### config.mk
export PLATFORM = sky130hd
export DESIGN_NAME = decode_stage
export DESIGN_NICKNAME = d
export VERILOG_FILES = /design/src/decode_pkg.sv /design/src/decode_stage.sv /design/src/csr_decode.sv /design/src/alu_funct_decode.sv /design/src/opcode_decode.sv
export SDC_FILE = /design/constraint.sdc
export NUM_CORES = 1
export LEC_CHECK = 0
export BUFFER_PORTS_ARGS = -buffer_cell sky130_fd_sc_hd__buf_2
export CAP_MARGIN = 20
export CORE_ASPECT_RATIO = 0.75
export CORE_MARGIN = 3
export CORE_UTILIZATION = 45
export DETAILED_ROUTE_END_ITERATION = 10
export GPL_ROUTABILITY_DRIVEN = 0
export GPL_TIMING_DRIVEN = 0
export HOLD_SLACK_MARGIN = 0.06
export PLACE_DENSITY = 0.83
export SLEW_MARGIN = 10
export SYNTH_ARGS = -nofsm -noshare
export SYNTH_HDL_FRONTEND = slang
export SYNTH_SLANG_ARGS = --single-unit
### constraint.sdc
create_clock -name clk_i -period 1 [get_ports clk_i]
set_input_delay 0.05 -clock clk_i [delete_from_list [all_inputs] [get_ports clk_i]]
set_output_delay 0.05 -clock clk_i [all_outputs]
set_load 0.01 [all_outputs]
### src/decode_pkg.sv
package decode_pkg;

    typedef enum logic [6:0] {
        NO_OPCODE = 7'b0000000,
        LOAD      = 7'b0000011,
        OP_I      = 7'b0010011,
        AUIPC     = 7'b0010111,
        STORE     = 7'b0100011,
        OP_R      = 7'b0110011,
        LUI       = 7'b0110111,
        BRANCH    = 7'b1100011,
        JUMP_R    = 7'b1100111,
        JUMP      = 7'b1101111,
        CSR       = 7'b1110011   // SYSTEM major opcode
    } rv32_opcode_e;

    typedef logic [4:0]  reg_addr_t;
    typedef logic [11:0] csr_addr_t;

    localparam reg_addr_t NO_REG      = 5'd0;   // x0
    localparam csr_addr_t NO_CSR_ADDR = 12'd0;

    typedef struct packed {
        logic [6:0] funct7;
        reg_addr_t  rs2;
        reg_addr_t  rs1;
        logic [2:0] funct3;
        reg_addr_t  rd;
        logic [6:0] opcode;
    } r_fmt_t;

    typedef struct packed {
        logic [11:0] imm_11_0;
        reg_addr_t   rs1;
        logic [2:0]  funct3;
        reg_addr_t   rd;
        logic [6:0]  opcode;
    } i_fmt_t;

    typedef struct packed {
        logic [6:0] imm_11_5;
        reg_addr_t  rs2;
        reg_addr_t  rs1;
        logic [2:0] funct3;
        logic [4:0] imm_4_0;
        logic [6:0] opcode;
    } s_fmt_t;

    typedef struct packed {
        logic       imm_12;
        logic [5:0] imm_10_5;
        reg_addr_t  rs2;
        reg_addr_t  rs1;
        logic [2:0] funct3;
        logic [3:0] imm_4_1;
        logic       imm_11;
        logic [6:0] opcode;
    } b_fmt_t;

    typedef struct packed {
        logic [19:0] imm_31_12;
        reg_addr_t   rd;
        logic [6:0]  opcode;
    } u_fmt_t;

    typedef struct packed {
        logic       imm_20;
        logic [9:0] imm_10_1;
        logic       imm_11;
        logic [7:0] imm_19_12;
        reg_addr_t  rd;
        logic [6:0] opcode;
    } j_fmt_t;

    typedef union packed {
        r_fmt_t r;
        i_fmt_t i;
        s_fmt_t s;
        b_fmt_t b;
        u_fmt_t u;
        j_fmt_t j;
    } instr_word_u;

    typedef enum logic [1:0] {FS_NONE, FS_OP_REG, FS_OP_IMM, FS_SYSTEM} funct_sel_e;

    typedef enum logic [2:0] {
        BEQ = 3'b000, BNE = 3'b001, NO_CONDITION = 3'b010,
        BLT = 3'b100, BGE = 3'b101, BLTU = 3'b110, BGEU = 3'b111
    } br_cond_e;

    typedef enum logic [1:0] {BYTE, HALF, WORD, NO_WIDTH} ls_width_e;
    typedef enum logic [2:0] {NO_IMM, I_IMM, S_IMM, B_IMM, U_IMM, J_IMM, CSR_IMM} imm_sel_e;
    typedef enum logic [1:0] {NO_MEM_OP, READ, WRITE} mem_op_e;
    typedef enum logic [1:0] {NO_OPERAND, REGISTER, IMM, PC} operand_e;
    typedef enum logic [1:0] {NO_EX_RES, ALU_RES, CSR_RES} exec_result_e;
    typedef enum logic [1:0] {NO_WB, EXEC, MEMORY, PC_WB} wb_sel_e;

    typedef enum logic [3:0] {
        NO_ALU_OP, ADD, SUB, SLL, SLT, SLTU, XOR, SRL, SRA, OR, AND, PASS
    } alu_op_e;

    // low three bits follow funct3 of the M extension
    typedef enum logic [3:0] {
        MUL, MULH, MULHSU, MULHU, DIV, DIVU, REM, REMU, NO_MUL_OP
    } mul_op_e;

    typedef enum logic [4:0] {
        NO_BIT_OP, CLZ, CTZ, CPOP, SEXTB, SEXTH, RORI, ORCB, REV8, XNOR, ORN,
        ANDN, SH1ADD, SH2ADD, SH3ADD, MIN, MINU, MAX, MAXU, ROL, ROR, ZEXTH
    } bit_op_e;

    typedef enum logic [2:0] {SYSTEM, CSRRW, CSRRS, CSRRC, NO_CSR_OP} csr_op_e;

    typedef struct packed {
        rv32_opcode_e inst_type;
        br_cond_e     br_cond;
        ls_width_e    ls_width;
        logic         mem_unsigned;
        imm_sel_e     imm_sel;
        mem_op_e      mem_op;
        operand_e     operand_a;
        operand_e     operand_b;
        exec_result_e exec_result;
        reg_addr_t    rs1;
        reg_addr_t    rs2;
        reg_addr_t    rd;
        wb_sel_e      wb_sel;
    } fmt_ctrl_t;

    typedef struct packed {
        alu_op_e alu_op;
        mul_op_e mul_op;
        bit_op_e bit_op;
    } alu_ctrl_t;

    typedef struct packed {
        csr_op_e   csr_op;
        logic      csr_use_imm;
        csr_addr_t csr_addr;
        logic      ecall;
        logic      ebreak;
        logic      mret;
    } sys_ctrl_t;

    typedef struct packed {
        fmt_ctrl_t fmt;
        alu_ctrl_t alu;
        sys_ctrl_t sys;
    } decode_ctrl_t;

    localparam fmt_ctrl_t FMT_DEFAULT = '{
        inst_type: NO_OPCODE, br_cond: NO_CONDITION, ls_width: NO_WIDTH,
        mem_unsigned: 1'b0, imm_sel: NO_IMM, mem_op: NO_MEM_OP,
        operand_a: NO_OPERAND, operand_b: NO_OPERAND, exec_result: NO_EX_RES,
        rs1: NO_REG, rs2: NO_REG, rd: NO_REG, wb_sel: NO_WB
    };

    localparam alu_ctrl_t ALU_DEFAULT = '{
        alu_op: NO_ALU_OP, mul_op: NO_MUL_OP, bit_op: NO_BIT_OP
    };

    localparam sys_ctrl_t SYS_DEFAULT = '{
        csr_op: NO_CSR_OP, csr_use_imm: 1'b0, csr_addr: NO_CSR_ADDR,
        ecall: 1'b0, ebreak: 1'b0, mret: 1'b0
    };

    localparam decode_ctrl_t DECODE_DEFAULT = '{
        fmt: FMT_DEFAULT, alu: ALU_DEFAULT, sys: SYS_DEFAULT
    };

endpackage
### src/decode_stage.sv
`timescale 1ns/100ps

module decode_stage import decode_pkg::*; #(
    parameter bit HAS_MUL      = 1'b1,
    parameter bit HAS_BITMANIP = 1'b1
) (
    input  logic         clk_i,
    input  logic         rst_n_i,
    input  logic         instr_valid_i,
    input  instr_word_u  instr_i,
    output logic         ctrl_valid_o,
    output decode_ctrl_t ctrl_o
);

    fmt_ctrl_t    fmt;
    alu_ctrl_t    alu;
    sys_ctrl_t    sys;
    funct_sel_e   funct_sel;
    decode_ctrl_t ctrl_d;

    opcode_decode u_opcode_decode (
        .instr_i     (instr_i),
        .fmt_o       (fmt),
        .funct_sel_o (funct_sel)
    );

    alu_funct_decode #(
        .HAS_MUL      (HAS_MUL),
        .HAS_BITMANIP (HAS_BITMANIP)
    ) u_alu_funct_decode (
        .instr_i     (instr_i),
        .funct_sel_i (funct_sel),
        .alu_o       (alu)
    );

    csr_decode u_csr_decode (
        .instr_i     (instr_i),
        .funct_sel_i (funct_sel),
        .sys_o       (sys)
    );

    assign ctrl_d = '{fmt: fmt, alu: alu, sys: sys};

    always_ff @(posedge clk_i or negedge rst_n_i) begin
        if (!rst_n_i) begin
            ctrl_valid_o <= 1'b0;
            ctrl_o <= DECODE_DEFAULT;
        end else begin
            ctrl_valid_o <= instr_valid_i;
            if (instr_valid_i) begin
                ctrl_o <= ctrl_d;   // holds across idle cycles
            end
        end
    end

endmodule

### src/csr_decode.sv
`timescale 1ns/100ps

module csr_decode import decode_pkg::*; (
    input  instr_word_u instr_i,
    input  funct_sel_e  funct_sel_i,
    output sys_ctrl_t   sys_o
);

    csr_op_e   csr_op;
    csr_addr_t csr_addr;
    logic      use_imm;

    always_comb begin
        csr_op = NO_CSR_OP;
        csr_addr = NO_CSR_ADDR;
        use_imm = 1'b0;
        if (funct_sel_i == FS_SYSTEM) begin
            csr_op = csr_op_e'({1'b0, instr_i.i.funct3[1:0]});  // 00 is priv/env
            use_imm = instr_i.i.funct3[2];
            csr_addr = instr_i.i.imm_11_0;
        end
    end

    assign sys_o = '{
        csr_op:      csr_op,
        csr_use_imm: use_imm,
        csr_addr:    csr_addr,
        ecall:       (csr_op == SYSTEM) && (csr_addr == 12'h000),
        ebreak:      (csr_op == SYSTEM) && (csr_addr == 12'h001),
        mret:        (csr_op == SYSTEM) && (csr_addr == 12'h302)
    };

endmodule

### src/alu_funct_decode.sv
`timescale 1ns/100ps

module alu_funct_decode import decode_pkg::*; #(
    parameter bit HAS_MUL      = 1'b1,
    parameter bit HAS_BITMANIP = 1'b1
) (
    input  instr_word_u instr_i,
    input  funct_sel_e  funct_sel_i,
    output alu_ctrl_t   alu_o
);

    logic [2:0] funct3;
    logic [6:0] funct7;
    logic [4:0] funct5;
    alu_op_e    alu_op;
    mul_op_e    mul_op;
    bit_op_e    bit_op;

    assign funct3 = instr_i.r.funct3;
    assign funct7 = instr_i.r.funct7;
    assign funct5 = instr_i.r.rs2;  // shamt / unary selector

    always_comb begin
        alu_op = NO_ALU_OP;
        mul_op = NO_MUL_OP;
        bit_op = NO_BIT_OP;

        case (funct_sel_i)
            FS_OP_IMM: begin
                case (funct3)
                    3'b000: alu_op = ADD;
                    3'b001: begin
                        if (funct7 == 7'b0000000) begin
                            alu_op = SLL;
                        end else if (funct7 == 7'b0110000) begin
                            case (funct5)
                                5'b00000: bit_op = CLZ;
                                5'b00001: bit_op = CTZ;
                                5'b00010: bit_op = CPOP;
                                5'b00100: bit_op = SEXTB;
                                5'b00101: bit_op = SEXTH;
                                default:  ;
                            endcase
                        end
                    end
                    3'b010: alu_op = SLT;
                    3'b011: alu_op = SLTU;
                    3'b100: alu_op = XOR;
                    3'b101: begin
                        casez ({funct7, funct5})
                            {7'b0000000, 5'b?????}: alu_op = SRL;
                            {7'b0100000, 5'b?????}: alu_op = SRA;
                            {7'b0110000, 5'b?????}: bit_op = RORI;
                            {7'b0010100, 5'b00111}: bit_op = ORCB;
                            {7'b0110100, 5'b11000}: bit_op = REV8;
                            default:                ;
                        endcase
                    end
                    3'b110: alu_op = OR;
                    default: alu_op = AND;
                endcase
            end
            FS_OP_REG: begin
                case (funct7)
                    7'b0000000: begin
                        case (funct3)
                            3'b000: alu_op = ADD;
                            3'b001: alu_op = SLL;
                            3'b010: alu_op = SLT;
                            3'b011: alu_op = SLTU;
                            3'b100: alu_op = XOR;
                            3'b101: alu_op = SRL;
                            3'b110: alu_op = OR;
                            default: alu_op = AND;
                        endcase
                    end
                    7'b0000001: mul_op = mul_op_e'({1'b0, funct3});
                    7'b0100000: begin
                        case (funct3)
                            3'b000: alu_op = SUB;
                            3'b100: bit_op = XNOR;
                            3'b101: alu_op = SRA;
                            3'b110: bit_op = ORN;
                            3'b111: bit_op = ANDN;
                            default: ;
                        endcase
                    end
                    7'b0010000: begin
                        case (funct3)
                            3'b010: bit_op = SH1ADD;
                            3'b100: bit_op = SH2ADD;
                            3'b110: bit_op = SH3ADD;
                            default: ;
                        endcase
                    end
                    7'b0000101: begin
                        case (funct3)
                            3'b100: bit_op = MIN;
                            3'b101: bit_op = MINU;
                            3'b110: bit_op = MAX;
                            3'b111: bit_op = MAXU;
                            default: ;
                        endcase
                    end
                    7'b0110000: begin
                        if (funct3 == 3'b001) begin
                            bit_op = ROL;
                        end else if (funct3 == 3'b101) begin
                            bit_op = ROR;
                        end
                    end
                    7'b0000100: if (funct3 == 3'b100) bit_op = ZEXTH;  // rs2 must be x0
                    default: ;
                endcase
            end
            default: ;
        endcase
    end

    // absent extensions decode as nothing
    assign alu_o = '{
        alu_op: alu_op,
        mul_op: HAS_MUL ? mul_op : NO_MUL_OP,
        bit_op: HAS_BITMANIP ? bit_op : NO_BIT_OP
    };

endmodule

### src/opcode_decode.sv
`timescale 1ns/100ps

module opcode_decode import decode_pkg::*; (
    input  instr_word_u instr_i,
    output fmt_ctrl_t   fmt_o,
    output funct_sel_e  funct_sel_o
);

    rv32_opcode_e opcode;

    assign opcode = rv32_opcode_e'(instr_i.r.opcode);

    always_comb begin
        fmt_o = FMT_DEFAULT;
        funct_sel_o = FS_NONE;
        fmt_o.inst_type = opcode;   // raw value, also for unknown ones

        case (opcode)
            LUI: begin
                fmt_o.imm_sel = U_IMM;
                fmt_o.operand_b = IMM;
                fmt_o.exec_result = ALU_RES;
                fmt_o.rd = instr_i.u.rd;
                fmt_o.wb_sel = EXEC;
            end
            AUIPC: begin
                fmt_o.imm_sel = U_IMM;
                fmt_o.operand_a = PC;
                fmt_o.operand_b = IMM;
                fmt_o.exec_result = ALU_RES;
                fmt_o.rd = instr_i.u.rd;
                fmt_o.wb_sel = EXEC;
            end
            JUMP: begin
                fmt_o.imm_sel = J_IMM;
                fmt_o.rd = instr_i.j.rd;
                fmt_o.wb_sel = PC_WB;   // link address
            end
            JUMP_R: begin
                fmt_o.imm_sel = I_IMM;
                fmt_o.rs1 = instr_i.i.rs1;
                fmt_o.rd = instr_i.i.rd;
                fmt_o.wb_sel = PC_WB;
            end
            BRANCH: begin
                fmt_o.br_cond = br_cond_e'(instr_i.b.funct3);
                fmt_o.imm_sel = B_IMM;
                fmt_o.rs1 = instr_i.b.rs1;
                fmt_o.rs2 = instr_i.b.rs2;
            end
            LOAD: begin
                fmt_o.ls_width = ls_width_e'(instr_i.i.funct3[1:0]);
                fmt_o.mem_unsigned = instr_i.i.funct3[2];   // lbu, lhu
                fmt_o.imm_sel = I_IMM;
                fmt_o.mem_op = READ;
                fmt_o.operand_a = REGISTER;
                fmt_o.operand_b = IMM;
                fmt_o.rs1 = instr_i.i.rs1;
                fmt_o.rd = instr_i.i.rd;
                fmt_o.wb_sel = MEMORY;
            end
            STORE: begin
                fmt_o.ls_width = ls_width_e'(instr_i.s.funct3[1:0]);
                fmt_o.imm_sel = S_IMM;
                fmt_o.mem_op = WRITE;
                fmt_o.operand_a = REGISTER;
                fmt_o.operand_b = IMM;
                fmt_o.rs1 = instr_i.s.rs1;
                fmt_o.rs2 = instr_i.s.rs2;
            end
            OP_I: begin
                funct_sel_o = FS_OP_IMM;
                fmt_o.imm_sel = I_IMM;
                fmt_o.operand_a = REGISTER;
                fmt_o.operand_b = IMM;
                fmt_o.exec_result = ALU_RES;
                fmt_o.rs1 = instr_i.i.rs1;
                fmt_o.rd = instr_i.i.rd;
                fmt_o.wb_sel = EXEC;
            end
            OP_R: begin
                funct_sel_o = FS_OP_REG;
                fmt_o.operand_a = REGISTER;
                fmt_o.operand_b = REGISTER;
                fmt_o.exec_result = ALU_RES;
                fmt_o.rs1 = instr_i.r.rs1;
                fmt_o.rs2 = instr_i.r.rs2;
                fmt_o.rd = instr_i.r.rd;
                fmt_o.wb_sel = EXEC;
            end
            CSR: begin
                funct_sel_o = FS_SYSTEM;
                fmt_o.imm_sel = CSR_IMM;    // zimm sits in the rs1 field
                fmt_o.exec_result = CSR_RES;
                fmt_o.rs1 = instr_i.i.rs1;
                fmt_o.rd = instr_i.i.rd;
                fmt_o.wb_sel = EXEC;
            end
            default: ;  // FP and unknown opcodes stay at default
        endcase
    end

endmodule

* Yosys cells after proc, flatten, opt, wreduce, memory -nomap -nowiden
Cells that the tools add are included.
Storage, ports and cells: register bits 74, input bits 35, word-level logic and storage cells 112, output and inout bits 74
Operators by class: reductions and logical operators 18, eq/ne operators 34, muxes and demuxes 37
Operator list (number):
- one-hot mux 4 bit (7 select lines) | 2
- one-hot mux 4 bit (3 select lines) | 3
- equality test 7 x 6 -> 1 bit, second input constant | 5
- 2-to-1 mux 5 bit | 7
- one-hot mux 4 bit (2 select lines) | 4
- equality test 7 bit, second input constant | 4
- one-hot mux 5 bit (5 select lines) | 1
- equality test 12 x 10 -> 1 bit, second input constant | 2
- equality test 7 x 5 -> 1 bit, second input constant | 3
- one-hot mux 7 bit (3 select lines) | 1
- one-hot mux 5 bit (2 select lines) | 2
- one-hot mux 5 bit (4 select lines) | 1
- one-hot mux 3 bit (6 select lines) | 1
- one-hot mux 2 bit (2 select lines) | 4
- one-hot mux 3 bit (5 select lines) | 1
- equality test 7 x 3 -> 1 bit, second input constant | 2
- equality test 12 x 1 -> 1 bit, second input constant | 1
- equality test 12 x 11 -> 1 bit, second input constant | 1
- equality test 3 bit, second input constant | 4
- logical NOT 12 bit | 1
- 2-to-1 mux 12 bit | 1
- equality test 5 x 3 -> 1 bit, second input constant | 2
- OR reduction 5 bit | 2
- 2-to-1 mux 4 bit | 2
- 20 further kinds | 32

* Depth between registers and ports, before layout
Gate-level depths: netlist (run 1).
depth after elaboration 6, depth in mapped cells 10, gate-level depth less buffers 10

* Hierarchy
Synthesis (run 1) repeated with hierarchy kept, for this count alone.
Second synthesis, totals: cells, all modules 374, area total of the unflattened synthesis 4535.6 sq um
Modules (own cells, without submodules):
- decode_stage | cells each 155, area an instance 3094.2 sq um, times used 1, sequential area each 1858.0 sq um
- alu_funct_decode | cells each 109, area an instance 739.5 sq um, times used 1, sequential area each 0.0 sq um
- opcode_decode | cells each 82, area an instance 513.0 sq um, times used 1, sequential area each 0.0 sq um
- csr_decode | cells each 28, area an instance 188.9 sq um, times used 1, sequential area each 0.0 sq um

* Worst setup path after synthesis (run 1)
No wires, ideal clock.
path type input to register, start point input instr_i[6] (netlist bit), end point register ctrl_o[21] (netlist bit), library setup time 0.087 ns, slack -1.049 ns, arrival time 1.962 ns, stages 10, path through clkbuf_1 > and2_1 > o21ai_0 > nor3_1 > ha_1 > nand3_1 > nor2_1 > nand4b_1 > or4_1 > o2111ai_2
On the way: word-level cells in the longest chain between the ends 4, elaborated cells on any way between the ends 7, those cells by class 5 x eq/ne; 2 x mux
RTL lines:
- from (decl) | RTL line decode_stage.sv:10 | input instr_word_u instr_i,
- equality test 7 bit (tied with other cells) | RTL line opcode_decode.sv:18 | case (opcode)
- one-hot mux 2 bit (3 select lines) * | RTL line opcode_decode.sv:18
- equality test 2 x 1 -> 1 bit / equality test 2 bit (equally long branches) | RTL line alu_funct_decode.sv:28 | case (funct_sel_i)
- one-hot mux 5 bit (2 select lines) * | RTL line alu_funct_decode.sv:28
- to (signal assigned) | RTL line decode_stage.sv:51 | ctrl_o <= ctrl_d;
- to (decl) | RTL line decode_stage.sv:12 | output decode_ctrl_t ctrl_o
Every way passes the cells marked *; elsewhere a longest branch is shown, timed or not. A chain may end at the register's enable or synchronous reset.

* Worst setup path after layout (run 1)
start point input instr_i[5] (netlist bit), end point register ctrl_o[21] (netlist bit)
The elaborated chain is that of the path after synthesis.

==> results of run 1 <==
## power by group through the flow
stage / Combinational (mW) / Clock, mW / Sequential, mW
detailed placement: 0.744 / 0 / 3.13
floorplan: 0.364 / 0 / 3.15
global route: 1.03 / 2.84 / 3.08
finish: 0.977 / 2.68 / 3.07
CTS: 0.867 / 2.71 / 3.07
global placement: 0.707 / 0 / 3.13
## state kept, by name, summed over array words and instances, names as in the netlist
name          cells
ctrl_o           73
ctrl_valid_o      1
## kinds of logic after synthesis
family                     after synthesis  synth area share, %
and+or+nand+nor                        139                 19.3
muxes                                   11                 3.27
AOI/OAI and AO/OA                       99                 17.1
xor gates and xnor gates                 3                0.700
buffers and inverters                   90                 9.07
DFF                                     74                 49.5
adders and majority gates                3                 1.00
## metal layers
| metal | wire length [microns] | part of all wire [%] |
|---|---|---|
| met5 | 0 | 0 |
| met4 | 726 | 5.1 |
| met3 | 1560 | 11 |
| met2 | 6380 | 44 |
| met1 | 5670 | 40 |
## cells in the final DEF, fill, tap and decap left out, types with 3 or more instances in the layout
| cell type | synthesis | routed |
|---|---|---|
| o21ai_1 | 0 | 11 |
| o21a_1 | 3 | 3 |
| clkbuf_1 | 17 | 7 |
| o22ai_2 | 0 | 3 |
| buf_2 | 2 | 102 |
| dfrtp_1 | 69 | 69 |
| a21oi_1 | 9 | 8 |
| mux2_2 | 10 | 9 |
| inv_1 | 64 | 62 |
| o22ai_1 | 25 | 22 |
| dfstp_2 | 5 | 5 |
| o32ai_1 | 5 | 3 |
| a31oi_1 | 3 | 3 |
| nor2b_1 | 12 | 11 |
| buf_8 | 0 | 5 |
| nor2_1 | 29 | 26 |
| nand2b_1 | 4 | 3 |
| nand4_1 | 5 | 5 |
| clkbuf_16 | 0 | 3 |
| clkbuf_2 | 0 | 3 |
| buf_6 | 0 | 13 |
| clkbuf_8 | 0 | 11 |
| clkbuf_4 | 0 | 4 |
| o21ai_2 | 1 | 5 |
| o21ai_0 | 34 | 17 |
| nand3_1 | 26 | 14 |
| dlygate4sd3_1 | 0 | 24 |
| nand2_1 | 34 | 33 |
| xor2_1 | 3 | 3 |
| buf_4 | 0 | 20 |
| nor3_1 | 5 | 3 |
| nand3_2 | 0 | 10 |
## cell type report
| cell class | count | area, sq um | share of cell area (%) |
|---|---|---|---|
| plain buffers | 24 | 183 | 3.27 |
| clock buffers | 12 | 155 | 2.77 |
| clock inverters | 4 | 73.8 | 1.32 |
| inverters | 64 | 245 | 4.38 |
| multi-input cells | 255 | 1840 | 32.8 |
| flip-flops and latches | 74 | 1860 | 33.2 |
| well taps | 105 | 131 | 2.35 |
| repair buffers | 157 | 1110 | 19.8 |
## stage by stage
stage                     setup slack, ns  hold WS (ns)  util, %  area [sq um]
after floorplan                    -0.787        -0.246        -          3900
after global placement              -1.14         0.246     57.0          4550
after detailed placement            -1.16       -0.0678     57.4          4580
after CTS                          -0.622      -0.00226     66.2          5290
after global routing               -0.807        0.0323     70.0          5590
final                              -0.772        0.0298     70.0          5590
## critical path: stages
cell,delay (ns)
buf_8,0.10
clkbuf_16,0.14
nor2_4,0.15
o21ai_4,0.09
nor3_4,0.24
ha_2,0.26
nand3_2,0.08
nor2_1,0.11
nand4b_1,0.17
or4_1,0.55
o2111ai_2,0.09
## how the worst max path moves through the flow
| stage | to | depth (start not counted) |
|---|---|---|
| global route | ctrl_o[21]$_DFFE_PN0P_ | 11 |
| CTS | ctrl_o[21]$_DFFE_PN0P_ | 11 |
| finish | ctrl_o[21]$_DFFE_PN0P_ | 11 |
| detailed placement | ctrl_o[21]$_DFFE_PN0P_ | 11 |
| global placement | ctrl_o[21]$_DFFE_PN0P_ | 11 |
| floorplan | ctrl_o[21]$_DFFE_PN0P_ | 10 |
## what timing repair did
item / in CTS / in global routing
pin swaps: 15 / 11
setup endpoints to repair: 72 / 78
hold endpoints to repair: 99 / 5
setup buffers: 17 / 10
gates resized for setup: 36 / 62
hold buffers: 23 / 1
cloned: 0 / 1
==> out/metrics.csv, run 1 <==
metric,value,unit
outcome,finished with violations,
violations,setup timing,
drv_slew,0,
yosys.area.top_type,dfrtp_1,
wire_per_inst,20.6,microns
use_met1,37.3,%
start_kind,input pin,
yosys_register_bits,74,
dp_hpwl,8610,microns
dr.first_iter.drc_count,665,
critPathMaxFanout,5,
hold_viol,0,
r2r_setup_slack,-0.02,ns
grt_pass1_vias,4011,
layout_min_cycle_time,1.77,ns
ys_top_cells_by_area,"dfrtp_1 46%, inv_1 6.4%, o21ai_0 4.5%, o22ai_1 4.2%, dfstp_2 3.5%",
ys_seq_area_share,49.5,%
cts_tree,yes,
htree_levels,3,
cts_sinks,74,
ir_drop,1.00,mV
switching_share,26.3,%
crit_arrival,2.04,ns
pwr-share-clk,39.9,%
gr-total-overflow,0,
combPwrFrac,14.5,%
num_rows,28,
clk_path_buf_depth,2,
worstSetupStartpoint,instr_i[5],
top_usage_layer,met2,
wl,14300,microns
hold_path_end,ctrl_o[5]$_DFFE_PN0P_,
post_drt_via_cell_ratio,6.00,
required,1.27,ns
clk_pin_slew,0.08,ns
synth_area_per_cell,8.96,sq um
placement.io_buffers,104,
critPathKind,input pin to flop,
worst_pin_slew,0.644,ns
dieArea,9480,sq um
tns,-11.25,ns
synth_edf_count,0,
layout.nets,623,
syn_inst,419,
clkLatencyLatePin,0.36,ns
finalSetupViolCount,46,
grt_pass1_wl,20800,microns
power.total,6.73,mW
drive_above_1_share,39.5,%
r2r_start,ctrl_o[19]$_DFFE_PN0P_,
dpl.cell_count,629,
fmax,564,MHz
fillCellCount,567,
min-delay-start,instr_i[22],
ctsRootBufferMaster,clkbuf_8,
p_switching,1.77,mW
use_met3,8.20,%
design.portCount,109,
synthTopCellsByCount,"69 x dfrtp_1, 64 x inv_1, 34 x nand2_1, 34 x o21ai_0, 29 x nor2_1",
die_h,85.1,microns
grt_max_degree,59,
die_w,111,microns
grt_antenna_before_repair,0,
finalNonFillerCells,695,
hold_path_depth,3,
initial_core_util,47.0,%
cellLeakagePower,2.64,nW
syn2layout_area_growth,49.0,%
hold_class,input pin to flop,
period_share,177,%
synthFlopType,dfrtp_1,
power.internal,4.97,mW
setup_ws,-0.772,ns
grt_usage,27.9,%
antenna_cells,0,
coreArea,7990,sq um
power_density,1200,nW/um^2
end_kind,flop,
rsz0062_at_grt,yes,
slew_headroom,57.1,%
clock_skew,0,ns
mappedNetlistNets,457,
max_cap_viol_count,0,
ant_nets,0,
synth.most_common_cell,dfrtp_1,
rr_worst_depth,2,
vias,4167,
synthesis.area,3750,sq um
synth_warnings,0,
grtUsageMet2,42.4,%
netlist.area_leader.share,46.0,%
drc,0,
async_flop_share,100,%
ys_types,55,
pwr-share-seq,45.6,%
firstDrtPassIters,6,
cts_made_buffers,9,
r2r_end,ctrl_o[19]$_DFFE_PN0P_,
Power figures use the tool's default switching activity.
==> inputs of run 2 (changes only) <==
--- a/config.mk
+++ b/config.mk
@@ -6,7 +6,7 @@
 export NUM_CORES = 1
 export LEC_CHECK = 0
 export BUFFER_PORTS_ARGS = -buffer_cell sky130_fd_sc_hd__buf_2
-export CAP_MARGIN = 20
+export CAP_MARGIN = 5
 export CORE_ASPECT_RATIO = 0.75
 export CORE_MARGIN = 3
 export CORE_UTILIZATION = 45
@@ -14,7 +14,7 @@
 export GPL_ROUTABILITY_DRIVEN = 0
 export GPL_TIMING_DRIVEN = 0
 export HOLD_SLACK_MARGIN = 0.06
-export PLACE_DENSITY = 0.83
+export PLACE_DENSITY = 0.8
 export SLEW_MARGIN = 10
 export SYNTH_ARGS = -nofsm -noshare
 export SYNTH_HDL_FRONTEND = slang
==> constraint.sdc (replaced) <==
create_clock -name clk_i -period 1.8 [get_ports clk_i]
set_input_delay 0.09 -clock clk_i [delete_from_list [all_inputs] [get_ports clk_i]]
set_output_delay 0.09 -clock clk_i [all_outputs]
set_load 0.01 [all_outputs]
==> run 2 against run 1 <==
Sequential power shrank 44%. Largest power group unchanged. Clock skew is the same. Clock-buffer cell count fell by 2. The flow now finishes without violations. Critical path depth fell by 4. Die area did not move. Sequential share of layout area increased by 3.3 points. Hold slack better by 0.018 ns.
==> out/metrics.csv, run 2 (synthesis results as in run 1) <==
metric,value,unit,change
ant_nets,0,,unchanged
largest_reg_flops,73,,unchanged
cts_sinks,74,,unchanged
finalSetupViolCount,0,,was 46
layout.nets,604,,was 623
die_h,85.1,microns,unchanged
power.total,3.59,mW,was 6.73 mW
power_density,706,nW/um^2,was 1200 nW/um^2
m1WireLength,5370,microns,was 5670 microns
required,2.10,ns,was 1.27 ns
r2r_start,ctrl_o[20]$_DFFE_PN0P_,,was ctrl_o[19]$_DFFE_PN0P_
power.internal,2.64,mW,was 4.97 mW
critPathMaxFanout,5,,unchanged
dpl.cell_count,629,,unchanged
pwr-share-seq,47.5,%,was 45.6%
dp_hpwl,8330,microns,was 8610 microns
final_area,5080,sq um,was 5590 sq um
end_kind,flop,,unchanged
hold_class,input pin to flop,,unchanged
wl,12200,microns,was 14300 microns
cellLeakagePower,2.40,nW,was 2.64 nW
dp_slack,-0.485,ns,was -1.16 ns
reg_top3,"ctrl_o: 73 flops, ctrl_valid_o: 1 flops",,unchanged
wl_met3,1340,microns,was 1560 microns
fmax,559,MHz,
ctsRootBufferMaster,clkbuf_8,,unchanged
rsz0062_at_grt,yes,,unchanged
firstDrtPassIters,5,,was 6
worstSetupStartpoint,instr_i[27],,was instr_i[5]
clock_skew,0,ns,unchanged
tns,0,ns,was -11.25 ns
htree_levels,3,,unchanged
wire_per_inst,18.1,microns,was 20.6 microns
num_rows,28,,unchanged
die_w,111,microns,unchanged
grt_usage,25.3,%,was 27.9%
post_drt_via_cell_ratio,5.70,,was 6.00
drv_slew,0,,unchanged
clk_pin_slew,0.08,ns,about the same
syn2layout_area_growth,35.4,%,was 49.0%
grt_pass1_wl,19000,microns,was 20800 microns
largest-register,ctrl_o,,unchanged
grt_max_degree,51,,was 59
vias,3850,,was 4167
coreArea,7990,sq um,unchanged
clk_path_buf_depth,2,,unchanged
drive_above_1_share,31.4,%,was 39.5%
dr.first_iter.drc_count,371,,was 665
fin_util,63.6,%,was 70.0%
antenna_cells,0,,unchanged
design.portCount,109,,unchanged
combPwrFrac,13.1,%,was 14.5%
placement.io_buffers,104,,unchanged
routed-wl-met2,5250,microns,was 6380 microns
switching_share,26.3,%,about the same
layout_commonest_cell,buf_2,,unchanged
placed_area,4510,sq um,was 4580 sq um
clkLatencyLatePin,0.35,ns,was 0.36 ns
min-delay-start,instr_i[4],,was instr_i[22]
worst_pin_slew,0.716,ns,was 0.644 ns
grt_pass1_vias,3679,,was 4011
start_kind,input pin,,unchanged
grt_antenna_before_repair,0,,unchanged
period_share,99.3,%,
pwr-share-clk,39.4,%,was 39.9%
finalNonFillerCells,675,,was 695
gr-total-overflow,0,,unchanged
outcome,completed,,was finished with violations
hold_viol,0,,unchanged
cts_made_buffers,9,,unchanged
dieArea,9480,sq um,unchanged
top_layer,met4,,unchanged
hold_slack,0.0475,ns,was 0.0298 ns
initial_core_util,47.0,%,unchanged
setup_ws,0.0122,ns,was -0.772 ns
layout_min_cycle_time,1.79,ns,
layout_common_cells,"101 x buf_2, 69 x dfrtp_1, 63 x inv_1",,"was 102 x buf_2, 69 x dfrtp_1, 62 x inv_1"
p_switching,0.946,mW,was 1.77 mW
slew_headroom,52.3,%,was 57.1%
ir_drop,0.366,mV,was 1.00 mV
crit_arrival,2.08,ns,was 2.04 ns
critPathKind,input pin to flop,,unchanged
drc,0,,unchanged
cts_tree,yes,,unchanged
max_cap_viol_count,0,,unchanged
[run 2: worst max-delay path, stage by stage]
cell,delay [ns]
dlygate4sd3_1,0.54
buf_4,0.16
or3_4,0.36
or3_4,0.43
o21ai_4,0.17
and3_4,0.21
a2111o_1,0.12
[run 2: final cells by class]
class / instances / area [sq um]
clock inverter: 5 / 81.3
multi-input combinational: 255 / 1660
fill: 667 / 2900
tap: 105 / 131
buffer: 25 / 136
inverter: 64 / 240
clock buffer: 10 / 128
sequential: 74 / 1860
timing repair buffer: 137 / 852
[run 2: power by group through the flow]
stage	Combinational [mW]	Sequential (mW)	Clock (mW)
floorplan	0.189	1.75	0
global placement	0.380	1.74	0
detailed placement	0.399	1.74	0
CTS	0.436	1.71	1.43
global route	0.510	1.71	1.50
finish	0.470	1.71	1.41
[run 2: timing repair]
item                                    4_1_cts  5_1_grt
hold endpoints to repair                     88        0
setup buffers                                 2       12
gates resized for setup                       4       18
hold buffers                                 19        0
pin swaps                                     6       11
endpoints found under the setup margin        4        7
[run 2: worst paths after layout]
kind | to | slack, ns | cells past startpoint
max | ctrl_o[20]$_DFFE_PN0P_ | 0.01 | 7
min | ctrl_o[54]$_DFFE_PN0P_ | 0.05 | 3
max reg2reg | ctrl_o[20]$_DFFE_PN0P_ | 0.77 | 2
min reg2reg | ctrl_o[18]$_DFFE_PN1P_ | 0.50 | 2
max in group asynchronous | ctrl_o[27]$_DFFE_PN1P_ | 1.02 | 3
min in group asynchronous | ctrl_o[3]$_DFFE_PN0P_ | 0.17 | 2
[run 2: metal layers]
| metal | track usage (%) | vias to the layer above |
|---|---|---|
| li1 | - | 1729 |
| met1 | 35.5 | 1849 |
| met2 | 37.2 | 244 |
| met3 | 7.98 | 28 |
| met4 | 8.62 | 0 |
| met5 | 0 | - |
==> inputs of run 3 (changes only) <==
--- a/config.mk
+++ b/config.mk
@@ -15,6 +15,7 @@
 export GPL_TIMING_DRIVEN = 0
 export HOLD_SLACK_MARGIN = 0.06
 export PLACE_DENSITY = 0.8
+export REMOVE_ABC_BUFFERS = 1
 export SLEW_MARGIN = 10
 export SYNTH_ARGS = -nofsm -noshare
 export SYNTH_HDL_FRONTEND = slang
==> run 3 against run 2 <==
Global-route usage shrank 4.4 points. Critical path depth shrank 1. Clock-buffer cell count grew 1. First-iteration DRC count shrank 6.7%. Utilization shrank 1.6 points. Cell area shrank 2.5%. Final cell count shrank 4.0%. Register-to-register slack is essentially flat. Die area is the same. Clock power shrank 3%. Flip-flop and latch count is the same. Critical path type unchanged.
==> out/metrics.csv, run 3 (synthesis results as in run 1) <==
metric,value,unit,change
outcome,completed,,unchanged
num_rows,28,,unchanged
r2r_setup_slack,0.78,ns,was 0.77 ns
cellLeakagePower,2.34,nW,was 2.40 nW
worst_pin_slew,0.474,ns,was 0.716 ns
fmax,560,MHz,was 559 MHz
layout_commonest_cell,buf_2,,unchanged
largest-register,ctrl_o,,unchanged
initial_core_util,47.0,%,unchanged
ctsRootBufferMaster,clkbuf_8,,unchanged
required,2.08,ns,was 2.10 ns
dr.first_iter.drc_count,346,,was 371
clk_path_buf_depth,2,,unchanged
grt_antenna_before_repair,0,,unchanged
layout_min_cycle_time,1.79,ns,about the same
clock_skew,0,ns,unchanged
cts_sinks,74,,unchanged
dieArea,9480,sq um,unchanged
ir_drop,0.353,mV,was 0.366 mV
placement.io_buffers,108,,was 104
drc,0,,unchanged
firstDrtPassIters,5,,unchanged
endpoint,ctrl_o[22]$_DFFE_PN0P_,,was ctrl_o[20]$_DFFE_PN0P_
die_h,85.1,microns,unchanged
htree_levels,3,,unchanged
gr-total-overflow,0,,unchanged
wire_per_inst,15.2,microns,was 18.1 microns
clkLatencyLatePin,0.33,ns,was 0.35 ns
coreArea,7990,sq um,unchanged
start_kind,input pin,,unchanged
grt_pass1_wl,16200,microns,was 19000 microns
r2r_end,ctrl_o[20]$_DFFE_PN0P_,,unchanged
dp_slack,-0.738,ns,was -0.485 ns
wl,9830,microns,was 12200 microns
power.total,3.49,mW,was 3.59 mW
syn2layout_area_growth,32.0,%,was 35.4%
final_area,4960,sq um,was 5080 sq um
vias,3497,,was 3850
largest_reg_flops,73,,unchanged
design.portCount,109,,unchanged
cts_tree,yes,,unchanged
layout_common_cells,"102 x buf_2, 69 x dfrtp_1, 63 x inv_1",,"was 101 x buf_2, 69 x dfrtp_1, 63 x inv_1"
hold_viol,0,,unchanged
critPathMaxFanout,5,,unchanged
grt_max_degree,75,,was 51
die_w,111,microns,unchanged
rr_worst_depth,2,,unchanged
fin_util,62.0,%,was 63.6%
ant_nets,0,,unchanged
cts_made_buffers,9,,unchanged
end_kind,flop,,unchanged
fillCellCount,705,,was 667
post_drt_via_cell_ratio,5.40,,was 5.70
dp_hpwl,6770,microns,was 8330 microns
setup_ws,0.0127,ns,was 0.0122 ns
clk_pin_slew,0.07,ns,was 0.08 ns
antenna_cells,0,,unchanged
drive_above_1_share,31.1,%,was 31.4%
worstSetupStartpoint,instr_i[27],,unchanged
grt_usage,20.8,%,was 25.3%
critPathKind,input pin to flop,,unchanged
grt_pass1_vias,3308,,was 3679
reg_top3,"ctrl_o: 73 flops, ctrl_valid_o: 1 flops",,unchanged
period_share,99.3,%,about the same
finalSetupViolCount,0,,unchanged
slew_headroom,68.3,%,was 52.3%
drv_slew,0,,unchanged
layout.nets,576,,was 604
hold_class,input pin to flop,,unchanged
r2r_start,ctrl_o[20]$_DFFE_PN0P_,,unchanged
crit_arrival,2.07,ns,was 2.08 ns
placed_area,4390,sq um,was 4510 sq um
power_density,705,nW/um^2,was 706 nW/um^2
max_cap_viol_count,0,,unchanged
==> run 3: what timing repair did <==
action,in CTS,in global routing
endpoints found under the setup margin,6,7
buffers inserted,1,2
hold endpoints to repair,91,0
hold buffers,21,0
pin swaps,4,7
resized for setup,12,22
==> run 3: power by group <==
part	switching (mW)	leakage [nW]	internal, mW	total (mW)
sequential	0.0143	0.997	1.69	1.70
combinational	0.255	1.23	0.166	0.421
clock	0.641	0.106	0.724	1.37
total	0.911	2.34	2.58	3.49
==> run 3: stage by stage <==
step	std cells	hold slack, ns	TNS, ns
finish	648	0.0601	0
global route	648	0.0634	-0.0229
CTS	646	0.0618	0
detailed placement	608	-0.0465	-9.01
global placement	606	0.292	-16.96
floorplan	393	-0.206	-0.156
==> run 3: per-layer routing <==
layer  track usage, %  share of wire [%]  routed length [microns]
met5                0                  0                        0
met3             5.56                7.8                      765
met4             5.52               0.77                       76
met1             30.4                 47                     4570
met2             30.9                 45                     4410
==> run 3: worst min-delay path by stage <==
stage | depth (start not counted) | slack [ns] | endpoint | start
4_1_cts | 1 | 0.06 | ctrl_valid_o$_DFF_PN0_ | instr_valid_i
6_report | 3 | 0.06 | ctrl_o[49]$_DFFE_PN0P_ | instr_i[4]
2_1_floorplan | 0 | -0.21 | ctrl_o[0]$_DFFE_PN0P_ | rst_n_i
3_3_place_gp | 3 | 0.29 | ctrl_o[47]$_DFFE_PN0P_ | instr_i[18]
5_1_grt | 3 | 0.06 | ctrl_o[49]$_DFFE_PN0P_ | instr_i[4]
3_5_place_dp | 1 | -0.05 | ctrl_o[15]$_DFFE_PN0P_ | rst_n_i
==> run 3: layout make-up <==
cell class,count,area (sq um),area share (%)
Clock buffer,11,151,3.05
Clock inverter,5,60.1,1.21
Inverter,64,240,4.85
Multi-Input combinational cell,255,1660,33.6
Sequential cell,74,1860,37.5
Tap cell,105,131,2.65
Timing Repair Buffer,134,851,17.2
==> run 3: critical path, cell delays in order <==
cell	delay, ns
dlygate4sd3_1	0.53
buf_2	0.16
or3_4	0.37
or3_4	0.38
o31ai_1	0.35
a31o_1	0.19
